===== src/source/csr_pkg.sv =====
`default_nettype none

package csr_pkg;

	// machine-mode csr addresses.
	localparam logic [11:0] CSR_MIE       = 12'h304;
	localparam logic [11:0] CSR_MTVEC     = 12'h305;
	localparam logic [11:0] CSR_MEPC      = 12'h341;
	localparam logic [11:0] CSR_MCAUSE    = 12'h342;
	localparam logic [11:0] CSR_MIP       = 12'h344;
	localparam logic [11:0] CSR_MVENDORID = 12'hF11;
	localparam logic [11:0] CSR_MARCHID   = 12'hF12;
	localparam logic [11:0] CSR_MIMPID    = 12'hF13;
	localparam logic [11:0] CSR_MHARTID   = 12'hF14;

	localparam logic [6:0] OPCODE_SYSTEM = 7'b1110011;

	localparam logic [2:0] FUNCT3_CSRRW  = 3'b001;
	localparam logic [2:0] FUNCT3_CSRRS  = 3'b010;
	localparam logic [2:0] FUNCT3_CSRRC  = 3'b011;
	localparam logic [2:0] FUNCT3_CSRRWI = 3'b101;
	localparam logic [2:0] FUNCT3_CSRRSI = 3'b110;
	localparam logic [2:0] FUNCT3_CSRRCI = 3'b111;

	localparam logic [11:0] FUNCT12_ECALL = 12'h000;
	localparam logic [11:0] FUNCT12_MRET  = 12'h302;

	typedef enum logic [2:0] {
		OP_WRITE,
		OP_SET,
		OP_CLEAR,
		OP_ECALL,
		OP_MRET,
		OP_ILLEGAL
	} csr_op_e;

	// i-type layout; csr is funct12 for ecall and mret.
	typedef struct packed {
		logic [11:0] csr;
		logic [4:0]  rs1;
		logic [2:0]  funct3;
		logic [4:0]  rd;
		logic [6:0]  opcode;
	} csr_instr_t;

	typedef struct packed {
		logic [19:0] reserved_31_12;
		logic        meip;
		logic [2:0]  reserved_10_8;
		logic        mtip;
		logic [2:0]  reserved_6_4;
		logic        msip;
		logic [2:0]  reserved_2_0;
	} csr_irq_bits_t;

	// mie and mip, seen as a word or as interrupt bits.
	typedef union packed {
		logic [31:0]   raw;
		csr_irq_bits_t irq;
	} csr_word_u;

	localparam logic [31:0] CAUSE_TIMER    = 32'h8000_0007;
	localparam logic [31:0] CAUSE_EXTERNAL = 32'h8000_000B;
	localparam logic [31:0] CAUSE_ECALL    = 32'h0000_000B;

endpackage

`default_nettype wire


===== src/source/csr_interfaces.sv =====
`default_nettype none
`timescale 1ns/100ps

// register access between execute and the csr file.
interface csr_bus_if;
	logic [11:0] index;
	logic        write;
	logic [31:0] wdata;
	logic        ecall;
	logic [31:0] rdata;

	modport execute (output index, output write, output wdata, output ecall, input rdata);
	modport file (input index, input write, input wdata, input ecall, output rdata);
endinterface

// outcome of one instruction, from execute to the result stage.
interface csr_result_if;
	logic        valid;
	logic [4:0]  rd_index;
	logic [31:0] rd_value;
	logic        rd_write;
	logic        redirect;
	logic [31:0] redirect_pc;
	logic        illegal;
	logic        busy;

	modport execute (
		output valid, output rd_index, output rd_value, output rd_write,
		output redirect, output redirect_pc, output illegal,
		input busy
	);

	modport result (
		input valid, input rd_index, input rd_value, input rd_write,
		input redirect, input redirect_pc, input illegal,
		output busy
	);
endinterface

`default_nettype wire


===== src/source/csr_decode.sv =====
`default_nettype none
`timescale 1ns/100ps

module csr_decode (
	input  csr_pkg::csr_instr_t i_instr,
	input  logic [31:0]         i_rs1_value,
	output csr_pkg::csr_op_e    o_op,
	output logic [11:0]         o_index,
	output logic [31:0]         o_operand,
	output logic                o_suppress_write,
	output logic [4:0]          o_rd_index
);

	logic is_system;
	logic no_regs;

	assign is_system = (i_instr.opcode == csr_pkg::OPCODE_SYSTEM);
	// ecall and mret carry zero in rs1 and rd.
	assign no_regs = (i_instr.rs1 == 5'd0) && (i_instr.rd == 5'd0);

	always_comb begin
		o_op = csr_pkg::OP_ILLEGAL;
		if (is_system) begin
			case (i_instr.funct3)
				csr_pkg::FUNCT3_CSRRW, csr_pkg::FUNCT3_CSRRWI: o_op = csr_pkg::OP_WRITE;
				csr_pkg::FUNCT3_CSRRS, csr_pkg::FUNCT3_CSRRSI: o_op = csr_pkg::OP_SET;
				csr_pkg::FUNCT3_CSRRC, csr_pkg::FUNCT3_CSRRCI: o_op = csr_pkg::OP_CLEAR;
				3'b000: begin
					if (no_regs && i_instr.csr == csr_pkg::FUNCT12_ECALL)
						o_op = csr_pkg::OP_ECALL;
					else if (no_regs && i_instr.csr == csr_pkg::FUNCT12_MRET)
						o_op = csr_pkg::OP_MRET;
				end
				default: o_op = csr_pkg::OP_ILLEGAL;
			endcase
		end
	end

	assign o_index = i_instr.csr;
	assign o_rd_index = i_instr.rd;

	// funct3[2] marks the immediate forms.
	assign o_operand = i_instr.funct3[2] ? {27'd0, i_instr.rs1} : i_rs1_value;

	// set and clear with rs1 field zero only read.
	assign o_suppress_write = ((o_op == csr_pkg::OP_SET) || (o_op == csr_pkg::OP_CLEAR))
		&& (i_instr.rs1 == 5'd0);

endmodule

`default_nettype wire


===== src/source/csr_execute.sv =====
`default_nettype none
`timescale 1ns/100ps

module csr_execute #(
	parameter logic [31:0] VENDOR_ID = 32'h0,
	parameter logic [31:0] ARCH_ID   = 32'h0,
	parameter logic [31:0] IMP_ID    = 32'h0,
	parameter logic [31:0] HART_ID   = 32'h0
) (
	input  logic                i_clock,
	input  logic                i_reset,
	input  logic                i_req,
	input  csr_pkg::csr_op_e    i_op,
	input  logic [11:0]         i_index,
	input  logic [31:0]         i_operand,
	input  logic                i_suppress_write,
	input  logic [4:0]          i_rd_index,
	input  logic                i_timer_interrupt,
	input  logic                i_external_interrupt,
	input  logic                i_irq_dispatched,
	input  logic [31:0]         i_irq_epc,
	output logic                o_irq_pending,
	output logic [31:0]         o_irq_pc,
	csr_result_if.execute       result
);

	typedef enum logic {
		ST_IDLE,
		ST_ACCESS
	} state_e;

	state_e state;

	csr_pkg::csr_op_e op_q;
	logic [11:0]      index_q;
	logic [31:0]      operand_q;
	logic             suppress_q;
	logic [4:0]       rd_index_q;
	logic             is_csr_op;
	logic             active;

	csr_bus_if bus ();

	always_ff @(posedge i_clock) begin
		if (i_reset) begin
			state <= ST_IDLE;
		end else if (state == ST_IDLE) begin
			if (i_req && !result.busy)
				state <= ST_ACCESS;
		end else begin
			state <= ST_IDLE;
		end
	end

	// request fields, captured when the access starts.
	always_ff @(posedge i_clock) begin
		if (state == ST_IDLE && i_req && !result.busy) begin
			op_q <= i_op;
			index_q <= i_index;
			operand_q <= i_operand;
			suppress_q <= i_suppress_write;
			rd_index_q <= i_rd_index;
		end
	end

	assign active = (state == ST_ACCESS);
	assign is_csr_op = (op_q == csr_pkg::OP_WRITE) || (op_q == csr_pkg::OP_SET)
		|| (op_q == csr_pkg::OP_CLEAR);

	// mret fetches its return address through the same read port.
	assign bus.index = (op_q == csr_pkg::OP_MRET) ? csr_pkg::CSR_MEPC : index_q;
	assign bus.write = active && is_csr_op && !suppress_q;
	assign bus.ecall = active && (op_q == csr_pkg::OP_ECALL);

	always_comb begin
		case (op_q)
			csr_pkg::OP_WRITE: bus.wdata = operand_q;
			csr_pkg::OP_SET:   bus.wdata = bus.rdata | operand_q;
			csr_pkg::OP_CLEAR: bus.wdata = bus.rdata & ~operand_q;
			default:           bus.wdata = bus.rdata;
		endcase
	end

	assign result.valid = active;
	assign result.rd_index = rd_index_q;
	assign result.rd_value = bus.rdata;
	assign result.rd_write = is_csr_op && (rd_index_q != 5'd0);
	assign result.redirect = (op_q == csr_pkg::OP_MRET);
	assign result.redirect_pc = bus.rdata;
	assign result.illegal = (op_q == csr_pkg::OP_ILLEGAL);

	csr_file #(
		.VENDOR_ID (VENDOR_ID),
		.ARCH_ID   (ARCH_ID),
		.IMP_ID    (IMP_ID),
		.HART_ID   (HART_ID)
	) u_csr_file (
		.i_clock              (i_clock),
		.i_reset              (i_reset),
		.i_timer_interrupt    (i_timer_interrupt),
		.i_external_interrupt (i_external_interrupt),
		.i_irq_dispatched     (i_irq_dispatched),
		.i_irq_epc            (i_irq_epc),
		.o_irq_pending        (o_irq_pending),
		.o_irq_pc             (o_irq_pc),
		.bus                  (bus.file)
	);

endmodule

`default_nettype wire


===== src/source/csr_file.sv =====
`default_nettype none
`timescale 1ns/100ps

module csr_file #(
	parameter logic [31:0] VENDOR_ID = 32'h0,
	parameter logic [31:0] ARCH_ID   = 32'h0,
	parameter logic [31:0] IMP_ID    = 32'h0,
	parameter logic [31:0] HART_ID   = 32'h0
) (
	input  logic        i_clock,
	input  logic        i_reset,
	input  logic        i_timer_interrupt,
	input  logic        i_external_interrupt,
	input  logic        i_irq_dispatched,
	input  logic [31:0] i_irq_epc,
	output logic        o_irq_pending,
	output logic [31:0] o_irq_pc,
	csr_bus_if.file     bus
);

	csr_pkg::csr_word_u mie;
	csr_pkg::csr_word_u mip;
	logic [31:0]        mtvec;
	logic [31:0]        mepc;
	logic [31:0]        mcause;

	logic take_ecall;
	logic take_external;
	logic take_timer;
	logic dispatched_q;
	logic dispatch_edge;

	always_comb begin
		case (bus.index)
			csr_pkg::CSR_MIE:       bus.rdata = mie.raw;
			csr_pkg::CSR_MTVEC:     bus.rdata = mtvec;
			csr_pkg::CSR_MEPC:      bus.rdata = mepc;
			csr_pkg::CSR_MCAUSE:    bus.rdata = mcause;
			csr_pkg::CSR_MIP:       bus.rdata = mip.raw;
			csr_pkg::CSR_MVENDORID: bus.rdata = VENDOR_ID;
			csr_pkg::CSR_MARCHID:   bus.rdata = ARCH_ID;
			csr_pkg::CSR_MIMPID:    bus.rdata = IMP_ID;
			csr_pkg::CSR_MHARTID:   bus.rdata = HART_ID;
			default:                bus.rdata = 32'd0;
		endcase
	end

	// ecall traps unconditionally, interrupts only when enabled.
	assign take_ecall = bus.ecall;
	assign take_external = i_external_interrupt && mie.irq.meip;
	assign take_timer = i_timer_interrupt && mie.irq.mtip;

	assign dispatch_edge = i_irq_dispatched && !dispatched_q;

	always_ff @(posedge i_clock) begin
		if (i_reset) begin
			mie.raw <= 32'd0;
			mip.raw <= 32'd0;
			mtvec <= 32'd0;
			mepc <= 32'd0;
			mcause <= 32'd0;
			o_irq_pending <= 1'b0;
			o_irq_pc <= 32'd0;
			dispatched_q <= 1'b0;
		end else begin
			if (bus.write) begin
				case (bus.index)
					csr_pkg::CSR_MIE: begin
						// only the three enable bits exist.
						mie.irq.meip <= bus.wdata[11];
						mie.irq.mtip <= bus.wdata[7];
						mie.irq.msip <= bus.wdata[3];
					end
					csr_pkg::CSR_MTVEC: mtvec <= bus.wdata;
					csr_pkg::CSR_MEPC:  mepc <= bus.wdata;
					default: ;
				endcase
			end

			if (take_ecall || take_external || take_timer) begin
				o_irq_pending <= 1'b1;
				o_irq_pc <= mtvec;
			end

			if (take_ecall)
				mcause <= csr_pkg::CAUSE_ECALL;
			else if (take_external)
				mcause <= csr_pkg::CAUSE_EXTERNAL;
			else if (take_timer)
				mcause <= csr_pkg::CAUSE_TIMER;

			if (take_ecall)
				mip.irq.msip <= 1'b1;
			if (take_external)
				mip.irq.meip <= 1'b1;
			if (take_timer)
				mip.irq.mtip <= 1'b1;

			dispatched_q <= i_irq_dispatched;

			// dispatch wins over a trap or a mepc write in the same cycle.
			if (dispatch_edge) begin
				o_irq_pending <= 1'b0;
				mepc <= i_irq_epc;
				mip.raw <= 32'd0;
			end
		end
	end

endmodule

`default_nettype wire


===== src/source/csr_result.sv =====
`default_nettype none
`timescale 1ns/100ps

module csr_result (
	input  logic        i_clock,
	input  logic        i_reset,
	input  logic        i_req,
	output logic        o_ack,
	output logic [4:0]  o_rd_index,
	output logic [31:0] o_rd_value,
	output logic        o_rd_write,
	output logic        o_redirect,
	output logic [31:0] o_redirect_pc,
	output logic        o_illegal,
	csr_result_if.result result
);

	always_ff @(posedge i_clock) begin
		if (i_reset) begin
			o_ack <= 1'b0;
			o_rd_write <= 1'b0;
			o_redirect <= 1'b0;
			o_illegal <= 1'b0;
		end else if (result.valid) begin
			o_ack <= 1'b1;
			o_rd_write <= result.rd_write;
			o_redirect <= result.redirect;
			o_illegal <= result.illegal;
		end else if (o_ack && !i_req) begin
			// issuer has let go, close the handshake.
			o_ack <= 1'b0;
			o_rd_write <= 1'b0;
			o_redirect <= 1'b0;
			o_illegal <= 1'b0;
		end
	end

	always_ff @(posedge i_clock) begin
		if (result.valid) begin
			o_rd_index <= result.rd_index;
			o_rd_value <= result.rd_value;
			o_redirect_pc <= result.redirect_pc;
		end
	end

	assign result.busy = o_ack;

endmodule

`default_nettype wire


===== src/source/csr_unit_top.sv =====
`default_nettype none
`timescale 1ns/100ps

module csr_unit_top #(
	parameter logic [31:0] VENDOR_ID = 32'h0,
	parameter logic [31:0] ARCH_ID   = 32'h0,
	parameter logic [31:0] IMP_ID    = 32'h0,
	parameter logic [31:0] HART_ID   = 32'h0
) (
	input  logic        i_clock,
	input  logic        i_reset,
	input  logic        i_req,
	input  logic [31:0] i_instr,
	input  logic [31:0] i_rs1_value,
	output logic        o_ack,
	output logic [4:0]  o_rd_index,
	output logic [31:0] o_rd_value,
	output logic        o_rd_write,
	output logic        o_redirect,
	output logic [31:0] o_redirect_pc,
	output logic        o_illegal,
	input  logic        i_timer_interrupt,
	input  logic        i_external_interrupt,
	input  logic        i_irq_dispatched,
	input  logic [31:0] i_irq_epc,
	output logic        o_irq_pending,
	output logic [31:0] o_irq_pc
);

	csr_pkg::csr_op_e op;
	logic [11:0]      index;
	logic [31:0]      operand;
	logic             suppress_write;
	logic [4:0]       rd_index;

	csr_result_if result_bus ();

	csr_decode u_decode (
		.i_instr          (i_instr),
		.i_rs1_value      (i_rs1_value),
		.o_op             (op),
		.o_index          (index),
		.o_operand        (operand),
		.o_suppress_write (suppress_write),
		.o_rd_index       (rd_index)
	);

	csr_execute #(
		.VENDOR_ID (VENDOR_ID),
		.ARCH_ID   (ARCH_ID),
		.IMP_ID    (IMP_ID),
		.HART_ID   (HART_ID)
	) u_execute (
		.i_clock              (i_clock),
		.i_reset              (i_reset),
		.i_req                (i_req),
		.i_op                 (op),
		.i_index              (index),
		.i_operand            (operand),
		.i_suppress_write     (suppress_write),
		.i_rd_index           (rd_index),
		.i_timer_interrupt    (i_timer_interrupt),
		.i_external_interrupt (i_external_interrupt),
		.i_irq_dispatched     (i_irq_dispatched),
		.i_irq_epc            (i_irq_epc),
		.o_irq_pending        (o_irq_pending),
		.o_irq_pc             (o_irq_pc),
		.result               (result_bus.execute)
	);

	csr_result u_result (
		.i_clock       (i_clock),
		.i_reset       (i_reset),
		.i_req         (i_req),
		.o_ack         (o_ack),
		.o_rd_index    (o_rd_index),
		.o_rd_value    (o_rd_value),
		.o_rd_write    (o_rd_write),
		.o_redirect    (o_redirect),
		.o_redirect_pc (o_redirect_pc),
		.o_illegal     (o_illegal),
		.result        (result_bus.result)
	);

endmodule

`default_nettype wire


===== config.mk =====
export PLATFORM = sky130hd
export DESIGN_NAME = csr_unit_top
export DESIGN_NICKNAME = d
export VERILOG_FILES = /design/src/source/csr_pkg.sv /design/src/source/csr_interfaces.sv /design/src/source/csr_decode.sv /design/src/source/csr_execute.sv /design/src/source/csr_file.sv /design/src/source/csr_result.sv /design/src/source/csr_unit_top.sv
export SDC_FILE = /design/constraint.sdc
export NUM_CORES = 1
export LEC_CHECK = 0
export BUFFER_PORTS_ARGS = -buffer_cell sky130_fd_sc_hd__buf_2
export CAP_MARGIN = 20
export CORE_MARGIN = 2
export CORE_UTILIZATION = 56
export CTS_BUF_LIST = sky130_fd_sc_hd__clkbuf_8
export DETAILED_ROUTE_END_ITERATION = 8
export PLACE_DENSITY = 0.82
export SLEW_MARGIN = 10
export SYNTH_ARGS = -nofsm -noshare
export SYNTH_HDL_FRONTEND = slang
export SYNTH_SLANG_ARGS = --single-unit

===== constraint.sdc =====
create_clock -name i_clock -period 9.05 [get_ports i_clock]
set_input_delay 0.905 -clock i_clock [delete_from_list [all_inputs] [get_ports i_clock]]
set_output_delay 0.905 -clock i_clock [all_outputs]
set_load 0.02 [all_outputs]

==> metrics.txt <==
H-tree Lvls 2; number of clock sinks 203; chip width between 100 and 150 um; most common cell after layout, fill and taps aside buf_2; largest net degree at the start of global routing between 80 and 90; IO buf count 207; Async S/R FF share, synth 0; crit-path max FO 47; vias per inst 6.020; CTS buffer count 34; crit end category register; syn_area_per_cell 9.878 um2; layout cell share with drive strength beyond 1 0.2803; RSZ-0062 raised after global routing no; Pins Over Slew Limit 0; vias post-DR 8175; area of the mapped netlist between 9000 and 10000 um2; row count 47; Setup TNS 0 ps; Final #Nets 1214; Synth top area share 0.2856; Reg clk slew, reported paths 60 ps; ANT cells 0; Top FF cell, synth dfxtp_1; Die Span Y 134.0 um; Hold Slack ~440 ps; global-route wire length before repair 39270 um; Syn Inst Count 958; routability cong. 0.9099; post-CTS resize count 0; status finished, final reports clean; Antenna Nets Post-Route 0; hold-fix buffers at CTS 0; Fill cells 1292; max-cap violations 0; GRT Total Usage 0.2759; Syn-to-layout area delta 16.81%; Fmax achieved slightly above 300 MHz; vias in the first global route 7737; initial antenna violation count 0; sequential-to-total area share from yosys stat 0.5247; first drt pass iteration count 6; Synth area leaders edfxtp_1 29%, dfxtp_1 24%, nand2_1 6.2%; grt ovf 0; Tcrit/Tclk final 0.3567; Slew headroom 0.2622; CTS root buffer clkbuf_8; DR iter-0 viols 928; critical path required time 9470 ps; Initial Utilization 0.5727; HPWL after DPL ~16000 um; setup violators final 0; Final Total Pwr 0.001964 W; WP data arrival ~3700 ps; DRC viols 0; Max Root-Sink Buffers 3; Post-synth EDFFs 90; Worst setup startpoint u_execute.index_q[11]; CP Class register to register; Tightest Pin Transition roughly 1100 ps; Post-Route WL ~25000 um; setup repair bufs after CTS 0; #FFs+latches synth just over 200; Yosys top cell by area edfxtp_1; Max VDD drop 0.0001371 V; DP Area a little over 10000 um2; Synth warnings 0; most frequent cells in the layout 206 x buf_2, 156 x nand2_1, 112 x dfxtp_1; final non-filler cell area 11050 um2; Hold Path Class register to register; Layout Cells excl Fill about 1400; Fin. Hold Viols 0; core area 16520 um2; DIE AREA 17950 um2; placed cell count 1296; Power Density between 150 and 200 nW/um2; # IOs ~210; syn nets around 1100; Final Skew 23.35 ps; Period minus WS final around 3200 ps; Leak 4.349 nW; wire per inst 18.47 um; crit path launch type register; CTS tree done; Hold Crit Start u_execute.u_csr_file.o_irq_pc[27]; distinct cell type count after synthesis between 60 and 70; Skew-Pair Late Insertion Delay 520 ps; FF-to-FF Start u_execute.index_q[11]
## sequential cells by signal, summed over array words and instances (netlist names), 3 cells and up
name / count
u_execute.index_q: 12
u_execute.op_q: 3
u_execute.operand_q: 32
u_execute.result.rd_index: 5
u_execute.u_csr_file.mcause: 4
u_execute.u_csr_file.mepc: 32
u_execute.u_csr_file.mie: 3
u_execute.u_csr_file.mip: 3
u_execute.u_csr_file.mtvec: 32
u_execute.u_csr_file.o_irq_pc: 32
u_result.o_rd_index: 5
u_result.o_rd_value: 32
## worst paths after layout
path                                                          end  slack, ps  cells past startpoint
worst min-delay path            u_execute.u_csr_file.o_irq_pc[27]        440                      2
worst min register to register  u_execute.u_csr_file.o_irq_pc[27]        440                      2
worst max-delay path                u_execute.u_csr_file.mepc[22]       5820                      7
worst max register to register      u_execute.u_csr_file.mepc[22]       5820                      7
## where the power goes
part	switching, W	internal, W	total (W)
combinational	0.0000909	0.0000555	0.000146
clock	0.000364	0.000438	0.000801
sequential	0.0000211	0.000995	0.00102
## cells by family after synthesis
kind of cell / share of synthesized area
AOI/OAI and AO/OA: 0.1987
xor gates and xnor gates: 0.02499
buffers and inverters: 0.05778
DFF: 0.5247
muxes: 0.009123
and+or+nand+nor: 0.1847
## routing by layer
metal / part of all wire / wire length (um) / GRT usage
met5: 0 / 0 / 0
met4: 0.035 / 888 / 0.1300
met3: 0.086 / 2163 / 0.04422
met2: 0.47 / 11760 / 0.4433
met1: 0.41 / 10270 / 0.3679
## area by class of cell
cell class / count / area, um2 / share of cell area
clock inverter: 18 / 77.57 / 0.007018
sequential: 203 / 4966 / 0.4493
inverter: 1 / 3.754 / 0.0003396
timing repair buffer: 220 / 1136 / 0.1028
clock buffer: 44 / 605.6 / 0.05479
multi-input combinational: 652 / 3989 / 0.3609
tap: 220 / 275.3 / 0.02490
## cells in the mapped netlist, types with 3 or more instances
library cell,n
nand2_1,157
dfxtp_1,113
a21oi_1,101
edfxtp_1,90
nor2_1,71
clkbuf_1,54
a311o_1,44
buf_4,33
nor2b_1,30
xor2_1,24
nand3_1,22
a211oi_2,21
o21ai_0,18
o21ai_1,16
nor3_1,12
buf_2,11
nor4_1,9
nand3b_1,8
and2_1,7
a211oi_1,6
a311oi_1,6
o2bb2ai_1,6
o31ai_1,6
a21boi_1,5
a221oi_1,5
mux2_2,5
nand2b_1,5
a21o_1,4
and3_1,4
or2_2,4
or3_1,4
buf_6,3
mux2i_1,3
nand4b_1,3
nor3b_1,3
o311ai_0,3
o311ai_1,3
or4_4,3
xnor2_1,3
## metrics by stage
stage / setup WS [ps] / util
global placement: 5961 / 0.6275
detailed placement: 5865 / 0.6275
finish: 5821 / 0.6689
global route: 5659 / 0.6689
CTS: 5859 / 0.6689
floorplan: 3535 / -
## critical path: stages (launching register included)
cell       delay, ps
edfxtp_1         340
nand4bb_1        520
nor4_4           870
buf_4            390
o21ai_4          120
buf_4            340
a311o_1          350
a211oi_2         180
Note: power is estimated with default switching activity, not from simulation.
